--- config.mk ---
export PLATFORM = sky130hd
export DESIGN_NAME = event_top
export DESIGN_NICKNAME = d
export VERILOG_FILES = /design/src/hw/event_pkg.sv /design/src/hw/event_regs.sv /design/src/hw/event_stat_counter.sv /design/src/hw/link_gate.sv /design/src/hw/event_start_detect.sv /design/src/hw/turf_header_gen.sv /design/src/hw/event_top.sv
export SDC_FILE = /design/constraint.sdc
export NUM_CORES = 1
export LEC_CHECK = 0
export BUFFER_PORTS_ARGS = -buffer_cell sky130_fd_sc_hd__buf_2
export CELL_PAD_IN_SITES_DETAIL_PLACEMENT = 1
export CELL_PAD_IN_SITES_GLOBAL_PLACEMENT = 2
export CORE_ASPECT_RATIO = 1.4
export CORE_MARGIN = 2
export CORE_UTILIZATION = 30
export CTS_BUF_LIST = sky130_fd_sc_hd__clkbuf_8
export DETAILED_ROUTE_END_ITERATION = 8
export MAX_ROUTING_LAYER = met4
export PLACE_DENSITY = 0.86
export SYNTH_ARGS = -nofsm -noshare
export SYNTH_HDL_FRONTEND = slang
export SYNTH_SLANG_ARGS = --single-unit
--- constraint.sdc ---
create_clock -name aclk -period 3.6 [get_ports aclk]
set_clock_uncertainty 0.2 [all_clocks]
set_input_delay 0.72 -clock aclk [delete_from_list [all_inputs] [get_ports aclk]]
set_output_delay 0.72 -clock aclk [all_outputs]
set_load 0.005 [all_outputs]
--- src/hw/event_pkg.sv ---
package event_pkg;

    ////////////////////////////////////////////////////////////////////////////
    // widths
    ////////////////////////////////////////////////////////////////////////////

    localparam int NUM_LINKS = 4;

    typedef logic [31:0]          link_data_t;
    typedef logic [63:0]          hdr_data_t;
    // a set bit keeps that link out of start detection
    typedef logic [NUM_LINKS-1:0] link_mask_t;
    typedef logic [31:0]          count_t;
    typedef logic [3:0]           reg_addr_t;
    typedef logic [31:0]          reg_data_t;

    ////////////////////////////////////////////////////////////////////////////
    // bundles
    ////////////////////////////////////////////////////////////////////////////

    typedef struct packed {
        reg_addr_t  addr;
        logic       we;
        logic [3:0] be;
        reg_data_t  wdata;
    } reg_req_t;

    typedef struct packed {
        link_data_t data;
        logic       last;
    } link_beat_t;

    typedef struct packed {
        hdr_data_t data;
        logic      last;
    } hdr_beat_t;

    typedef enum logic [1:0] {
        HDR_IDLE,
        HDR_WORD0,
        HDR_WORD1
    } hdr_state_t;

    ////////////////////////////////////////////////////////////////////////////
    // constants
    ////////////////////////////////////////////////////////////////////////////

    // marker in the top bits of header beat 0
    localparam logic [15:0] HDR_MAGIC = 16'hA55A;

    // register word indices
    localparam reg_addr_t REG_GLOBAL     = 4'd0;
    localparam reg_addr_t REG_DWORD_BASE = 4'd4;
    localparam reg_addr_t REG_OUT_BEATS  = 4'd8;
    localparam reg_addr_t REG_OUT_EVENTS = 4'd9;

endpackage

--- src/hw/event_regs.sv ---
module event_regs (
    input  logic                      aclk,
    input  logic                      rst_n_i,
    input  event_pkg::reg_req_t       reg_req_i,
    input  logic                      reg_req_valid_i,
    output logic                      reg_ack_o,
    output event_pkg::reg_data_t      reg_rdata_o,
    input  event_pkg::count_t         link_count_i [event_pkg::NUM_LINKS],
    input  event_pkg::count_t         out_beats_i,
    input  event_pkg::count_t         out_events_i,
    output logic                      event_reset_o,
    output event_pkg::link_mask_t     link_mask_o
);

    import event_pkg::*;

    reg_data_t global_word;
    reg_data_t rd_mux;
    logic      req_new;

    // first cycle of a request, before the ack goes out
    assign req_new = reg_req_valid_i && !reg_ack_o;

    assign global_word = {20'h00000, link_mask_o, 7'b0000000, event_reset_o};

    ////////////////////////////////////////////////////////////////////////////
    // read decode
    ////////////////////////////////////////////////////////////////////////////

    // bit 3 shadows the low half except at the two output counters
    always_comb begin
        case (reg_req_i.addr[3:2])
            REG_GLOBAL[3:2]: begin
                rd_mux = global_word;
            end
            REG_DWORD_BASE[3:2]: begin
                rd_mux = link_count_i[reg_req_i.addr[1:0]];
            end
            REG_OUT_BEATS[3:2]: begin
                if (reg_req_i.addr == REG_OUT_BEATS) begin
                    rd_mux = out_beats_i;
                end else if (reg_req_i.addr == REG_OUT_EVENTS) begin
                    rd_mux = out_events_i;
                end else begin
                    rd_mux = global_word;
                end
            end
            default: begin
                rd_mux = link_count_i[reg_req_i.addr[1:0]];
            end
        endcase
    end

    ////////////////////////////////////////////////////////////////////////////
    // four-phase handshake and control word
    ////////////////////////////////////////////////////////////////////////////

    always_ff @(posedge aclk) begin
        if (!rst_n_i) begin
            reg_ack_o     <= 1'b0;
            event_reset_o <= 1'b0;
            link_mask_o   <= '0;
        end else begin
            if (req_new) begin
                reg_ack_o <= 1'b1;
                // every index writes the global fields
                if (reg_req_i.we && reg_req_i.be[0]) begin
                    event_reset_o <= reg_req_i.wdata[0];
                end
                if (reg_req_i.we && reg_req_i.be[1]) begin
                    link_mask_o <= reg_req_i.wdata[8 +: NUM_LINKS];
                end
            end else if (!reg_req_valid_i) begin
                reg_ack_o <= 1'b0;
            end
        end
    end

    // read data is held until the next read
    always_ff @(posedge aclk) begin
        if (req_new && !reg_req_i.we) begin
            reg_rdata_o <= rd_mux;
        end
    end

endmodule

--- src/hw/event_stat_counter.sv ---
module event_stat_counter #(
    parameter int NUM_COUNTS = 4
) (
    input  logic                  aclk,
    input  logic                  clr_i,
    input  logic [NUM_COUNTS-1:0] strobe_i,
    output event_pkg::count_t     count_o [NUM_COUNTS]
);

    // one wrapping counter per strobe, all cleared together
    always_ff @(posedge aclk) begin
        for (int i = 0; i < NUM_COUNTS; i++) begin
            if (clr_i) begin
                count_o[i] <= '0;
            end else if (strobe_i[i]) begin
                count_o[i] <= count_o[i] + 1'b1;
            end
        end
    end

endmodule

--- src/hw/link_gate.sv ---
module link_gate (
    input  logic                                aclk,
    input  logic                                rst_n_i,
    input  logic                                event_open_i,
    input  event_pkg::link_beat_t               s_link_beat_i [event_pkg::NUM_LINKS],
    input  logic [event_pkg::NUM_LINKS-1:0]     s_link_valid_i,
    output logic [event_pkg::NUM_LINKS-1:0]     s_link_ready_o,
    output event_pkg::link_beat_t               m_link_beat_o [event_pkg::NUM_LINKS],
    output logic [event_pkg::NUM_LINKS-1:0]     m_link_valid_o,
    input  logic [event_pkg::NUM_LINKS-1:0]     m_link_ready_i,
    output logic [event_pkg::NUM_LINKS-1:0]     beat_stb_o,
    output logic [event_pkg::NUM_LINKS-1:0]     last_stb_o
);

    import event_pkg::*;

    logic [1:0] open_sync;
    logic       open;

    // event-open arrives from another domain
    always_ff @(posedge aclk) begin
        if (!rst_n_i) begin
            open_sync <= 2'b00;
        end else begin
            open_sync <= {open_sync[0], event_open_i};
        end
    end

    assign open = open_sync[1];

    ////////////////////////////////////////////////////////////////////////////
    // gating
    ////////////////////////////////////////////////////////////////////////////

    // while closed the source sees ready and its beats are thrown away
    assign m_link_beat_o  = s_link_beat_i;
    assign m_link_valid_o = s_link_valid_i & {NUM_LINKS{open}};
    assign s_link_ready_o = m_link_ready_i | {NUM_LINKS{!open}};

    assign beat_stb_o = m_link_valid_o & m_link_ready_i;

    always_comb begin
        for (int i = 0; i < NUM_LINKS; i++) begin
            last_stb_o[i] = beat_stb_o[i] && m_link_beat_o[i].last;
        end
    end

endmodule

--- src/hw/event_start_detect.sv ---
module event_start_detect (
    input  logic                            aclk,
    input  logic                            rst_n_i,
    input  logic [event_pkg::NUM_LINKS-1:0] last_stb_i,
    input  event_pkg::link_mask_t           link_mask_i,
    output logic                            start_o
);

    import event_pkg::*;

    logic [NUM_LINKS-1:0] last_q;
    logic                 start_d;

    // only the lowest unmasked link counts, the rest are ignored
    always_comb begin
        start_d = 1'b0;
        for (int i = NUM_LINKS - 1; i >= 0; i--) begin
            if (!link_mask_i[i]) begin
                start_d = last_q[i];
            end
        end
    end

    // two register stages, tlast to start pulse
    always_ff @(posedge aclk) begin
        if (!rst_n_i) begin
            last_q  <= '0;
            start_o <= 1'b0;
        end else begin
            last_q  <= last_stb_i;
            start_o <= start_d;
        end
    end

endmodule

--- src/hw/turf_header_gen.sv ---
module turf_header_gen #(
    parameter int MAX_PENDING = 7
) (
    input  logic                  aclk,
    input  logic                  rst_n_i,
    input  logic                  start_i,
    input  event_pkg::link_mask_t link_mask_i,
    output event_pkg::hdr_beat_t  m_ev_beat_o,
    output logic                  m_ev_valid_o,
    input  logic                  m_ev_ready_i
);

    import event_pkg::*;

    localparam int PEND_W = $clog2(MAX_PENDING + 1);

    hdr_state_t        state;
    logic [PEND_W-1:0] pend_cnt;
    count_t            ev_num;
    link_mask_t        mask_q;
    logic              want;
    logic              load;

    // a request is either arriving now or already queued
    assign want = start_i || (pend_cnt != '0);

    // beat 0 loads from idle, or straight after beat 1 goes out
    assign load = want && ((state == HDR_IDLE) ||
                           ((state == HDR_WORD1) && m_ev_ready_i));

    assign m_ev_valid_o = (state != HDR_IDLE);

    ////////////////////////////////////////////////////////////////////////////
    // pending starts and event number
    ////////////////////////////////////////////////////////////////////////////

    always_ff @(posedge aclk) begin
        if (!rst_n_i) begin
            pend_cnt <= '0;
            ev_num   <= '0;
        end else begin
            case ({start_i, load})
                2'b10: begin
                    // full queue drops the start
                    if (pend_cnt != PEND_W'(MAX_PENDING)) begin
                        pend_cnt <= pend_cnt + 1'b1;
                    end
                end
                2'b01: begin
                    pend_cnt <= pend_cnt - 1'b1;
                end
                default: begin
                end
            endcase
            if (load) begin
                ev_num <= ev_num + 1'b1;
            end
        end
    end

    ////////////////////////////////////////////////////////////////////////////
    // output FSM
    ////////////////////////////////////////////////////////////////////////////

    always_ff @(posedge aclk) begin
        if (!rst_n_i) begin
            state <= HDR_IDLE;
        end else begin
            case (state)
                HDR_IDLE: begin
                    if (load) begin
                        state <= HDR_WORD0;
                    end
                end
                HDR_WORD0: begin
                    if (m_ev_ready_i) begin
                        state <= HDR_WORD1;
                    end
                end
                HDR_WORD1: begin
                    if (load) begin
                        state <= HDR_WORD0;
                    end else if (m_ev_ready_i) begin
                        state <= HDR_IDLE;
                    end
                end
                default: begin
                    state <= HDR_IDLE;
                end
            endcase
        end
    end

    // beat register holds under back-pressure
    always_ff @(posedge aclk) begin
        if (load) begin
            m_ev_beat_o.data <= {HDR_MAGIC, 16'h0000, ev_num};
            m_ev_beat_o.last <= 1'b0;
            mask_q           <= link_mask_i;
        end else if ((state == HDR_WORD0) && m_ev_ready_i) begin
            m_ev_beat_o.data <= {{($bits(hdr_data_t) - NUM_LINKS){1'b0}}, mask_q};
            m_ev_beat_o.last <= 1'b1;
        end
    end

endmodule

--- src/hw/event_top.sv ---
module event_top #(
    parameter int MAX_PENDING = 7
) (
    input  logic                            aclk,
    input  logic                            rst_n_i,
    // register port
    input  event_pkg::reg_req_t             reg_req_i,
    input  logic                            reg_req_valid_i,
    output logic                            reg_ack_o,
    output event_pkg::reg_data_t            reg_rdata_o,
    // incoming links
    input  logic                            event_open_i,
    input  event_pkg::link_beat_t           s_link_beat_i [event_pkg::NUM_LINKS],
    input  logic [event_pkg::NUM_LINKS-1:0] s_link_valid_i,
    output logic [event_pkg::NUM_LINKS-1:0] s_link_ready_o,
    // gated links
    output event_pkg::link_beat_t           m_link_beat_o [event_pkg::NUM_LINKS],
    output logic [event_pkg::NUM_LINKS-1:0] m_link_valid_o,
    input  logic [event_pkg::NUM_LINKS-1:0] m_link_ready_i,
    // header stream
    output event_pkg::hdr_beat_t            m_ev_beat_o,
    output logic                            m_ev_valid_o,
    input  logic                            m_ev_ready_i
);

    import event_pkg::*;

    logic                 event_reset;
    link_mask_t           link_mask;
    logic                 core_rst_n;
    logic [NUM_LINKS-1:0] beat_stb;
    logic [NUM_LINKS-1:0] last_stb;
    logic                 start;
    logic [1:0]           out_stb;
    count_t               link_count [NUM_LINKS];
    count_t               out_count [2];

    // soft reset holds everything but the register block
    assign core_rst_n = rst_n_i && !event_reset;

    // bit 0 beats, bit 1 events
    assign out_stb[0] = m_ev_valid_o && m_ev_ready_i;
    assign out_stb[1] = m_ev_valid_o && m_ev_ready_i && m_ev_beat_o.last;

    ////////////////////////////////////////////////////////////////////////////
    // control and statistics
    ////////////////////////////////////////////////////////////////////////////

    event_regs u_regs (
        .aclk            (aclk),
        .rst_n_i         (rst_n_i),
        .reg_req_i       (reg_req_i),
        .reg_req_valid_i (reg_req_valid_i),
        .reg_ack_o       (reg_ack_o),
        .reg_rdata_o     (reg_rdata_o),
        .link_count_i    (link_count),
        .out_beats_i     (out_count[0]),
        .out_events_i    (out_count[1]),
        .event_reset_o   (event_reset),
        .link_mask_o     (link_mask)
    );

    event_stat_counter #(
        .NUM_COUNTS (NUM_LINKS)
    ) u_link_stats (
        .aclk     (aclk),
        .clr_i    (!core_rst_n),
        .strobe_i (beat_stb),
        .count_o  (link_count)
    );

    event_stat_counter #(
        .NUM_COUNTS (2)
    ) u_out_stats (
        .aclk     (aclk),
        .clr_i    (!core_rst_n),
        .strobe_i (out_stb),
        .count_o  (out_count)
    );

    ////////////////////////////////////////////////////////////////////////////
    // event path
    ////////////////////////////////////////////////////////////////////////////

    link_gate u_gate (
        .aclk           (aclk),
        .rst_n_i        (core_rst_n),
        .event_open_i   (event_open_i),
        .s_link_beat_i  (s_link_beat_i),
        .s_link_valid_i (s_link_valid_i),
        .s_link_ready_o (s_link_ready_o),
        .m_link_beat_o  (m_link_beat_o),
        .m_link_valid_o (m_link_valid_o),
        .m_link_ready_i (m_link_ready_i),
        .beat_stb_o     (beat_stb),
        .last_stb_o     (last_stb)
    );

    event_start_detect u_start (
        .aclk        (aclk),
        .rst_n_i     (core_rst_n),
        .last_stb_i  (last_stb),
        .link_mask_i (link_mask),
        .start_o     (start)
    );

    turf_header_gen #(
        .MAX_PENDING (MAX_PENDING)
    ) u_hdr (
        .aclk         (aclk),
        .rst_n_i      (core_rst_n),
        .start_i      (start),
        .link_mask_i  (link_mask),
        .m_ev_beat_o  (m_ev_beat_o),
        .m_ev_valid_o (m_ev_valid_o),
        .m_ev_ready_i (m_ev_ready_i)
    );

endmodule

==> qor.yml <==
place_congestion: 0.818
timing.setup.tns_ns: 0
p_switching_uw: 2100
htree_levels: 2
synthArstFlopShare_pct: 0
final_common_cell: "dfxtp_1"
finalNonFillerCells: 2448
rows: 100
seqPwrFrac_pct: 50.8
ys_seq_area_share_pct: 43.1
pin_count: 425
arrival_ns: 2.97
ys_ff_latch: 312
path_class: "flop to flop"
fin_ws_ns: 0.962
cts_resized: 0
crit_path_max_fanout: 12
grt_pass1_vias: 12600
max-clock-path-buffers: 3
die_w_um: 200
synthCells: 1718
pwr-share-clk_pct: 38.3
io_buffers: 115
synth_top_area_share_pct: 30.4
rsz0062_at_grt: "false"
critPathLaunchType: "flop"
die_h_um: 278
post_drt_wl_per_cell_um: 17.5
place_inst: 2359
worstPathRequired_ns: 3.94
root_buffer: "clkbuf_8"
coreArea_um2: 53100
netlist_top_cells_area: "dfxtp_1 30%, edfxtp_1 13%, buf_4 7.7%"
ys_warn_count: 0
via_per_inst: 4.92
syn-mean-instance-area_um2: 9.36
synth-edff-count: 68
p_sw_share_pct: 27.0
drc: 0
yosys.area.top_type: "dfxtp_1"
hold_path.class: "input port to flop"
grt_pass1_wl_mm: 67.7
critPathCaptureType: "flop"
fin_crit_sh_pct: 73.3
holdBufCountCts: 0
period_needed_ns: 2.64
hpwl_mm: 32.1
globalRouteTotalUtil_pct: 15.7
hold_viol_final: 0
multi_input_area_um2: 7580
drtPass1Iterations: 6
synth_ff_type: "dfxtp_1"
drt-initial-drc-count: 481
antenna_found_initial: 5
fin_nets: 1888
setup_viol: 0
synth.cell_area_um2: 16100
initial_utilization_pct: 30.3
regArea_um2: 6930
drv_slew: 0
num_vias: 12000
grt_max_degree: 65
drive_gt1_share_pct: 16.1
power.density_nw_per_um2: 451
tightest_slew_ns: 0.842
syn_to_final_growth_pct: 7.45
grt-ovfl-total: 0
cts_num_sinks: 312
dp_worst_setup_slack_ns: 0.736
ant_nets: 0
p_leak_uw: 0.00607
final_cell_mix: "244 x dfxtp_1, 227 x nor2_1, 127 x nand2_1"
cts_tree: "done"
cts_made_buffers: 47
wl_mm: 42.7
relSlewSlack_pct: 43.4
peakVddDrop_v: 0.000245
die_area_um2: 55500
yosysUniqueCellTypes: 62
fmax_mhz: 379
status: "complete, no violations"
clkTransAtPathRegs_ns: 0.07
p_int_uw: 5690
fillers: 6240
post_cts_buffers: 0
clk_latency_ns: 0.60
combPwrFrac_pct: 10.9
cap_viol_max_count: 0
whs_ns: 0.142
-- cells in the mapped netlist, drive strengths merged (8+ instances only) --
cell type and count:
o21ai 64, clkbuf 55, mux4 32, nand2 127, nand3 84, a21oi 40
and4 19, or3 28, or2 8, and3 30, buf 186, edfxtp 68
xnor2 64, mux2i 37, nand4 83, nor2b 10, xor2 121, nor3 34
inv 23, dfxtp 244, nor4 32, nand2b 9, and2 42, nor2 227
-- critical path: stages, from the launching register on --
cell and delay (ns):
dfxtp_1 0.61, nand4_1 0.35, nor2_1 0.38, nand4_1 0.45
or3_1 0.46, a21oi_1 0.14
-- metrics by stage --
stage | total power (µW) | utilization (%) | instance area (µm²)
3_5_place_dp | 4910 | 30.8 | 16300
3_3_place_gp | 4870 | 30.8 | 16300
4_1_cts | 7910 | 32.5 | 17300
6_report | 7780 | 32.6 | 17300
5_1_grt | 8160 | 32.6 | 17300
2_1_floorplan | 4680 | - | 16200
-- flip-flops by register name, summed over array words and instances (netlist names) --
register              count
u_out_stats.count_o      64
u_hdr.mask_q              4
u_hdr.state               2
u_hdr.ev_num             32
u_hdr.m_ev_beat_o        34
u_hdr.pend_cnt            3
u_regs.reg_ack_o          1
u_regs.link_mask_o        4
u_start.start_o           1
u_start.last_q            4
u_gate.open_sync          2
u_regs.reg_rdata_o       32
u_regs.event_reset_o      1
u_link_stats.count_o    128
-- metal layers --
layer	GRT usage, %	vias to the layer above	part of all wire (%)
met5	-	-	0
met4	6.99	0	4.1
met3	2.53	111	4.1
met2	29.0	256	54
met1	16.0	5943	38
li1	-	5735	-
-- power by group through the flow --
| stage | clock network [µW] | registers [µW] | logic [µW] |
|---|---|---|---|
| 2_1_floorplan | 0 | 4010 | 672 |
| 3_3_place_gp | 0 | 4030 | 838 |
| 3_5_place_dp | 0 | 4040 | 873 |
| 4_1_cts | 3070 | 3960 | 876 |
| 5_1_grt | 3220 | 3990 | 951 |
| 6_report | 2980 | 3960 | 850 |
-- worst paths after layout --
path / cells past startpoint / from / to / slack, ns
max: 5 / u_gate.open_sync[1] / u_link_stats.count_o[124] / 0.96
min: 2 / event_open_i / u_gate.open_sync[0] / 0.14
max reg2reg: 5 / u_gate.open_sync[1] / u_link_stats.count_o[124] / 0.96
min reg2reg: 1 / u_gate.open_sync[0] / u_gate.open_sync[1] / 0.24
-- kinds of logic (layout without fill, tap and decap cells) --
group	Yosys count	in the layout	share of synthesized area [%]
AND/OR/NAND/NOR	746	746	24.2
flip-flops	312	312	43.1
buffers and inverters	264	252	10.4
XOR/XNOR	185	185	10.1
AO/OA/AOI/OAI	133	133	4.70
multiplexers	69	69	6.79
adder cells (fa/ha/maj)	8	8	0.669
other	1	29	0.0233
-- layout make-up --
type	instances	share of cell area (%)
antenna	5	0.0724
clock buffer	55	4.38
clock inverter	29	1.09
inverter	23	0.500
multi-input combinational	1165	43.9
sequential	312	40.1
tap	714	5.17
timing repair buffer	145	4.79
Note: power is estimated with default switching activity, not from simulation.
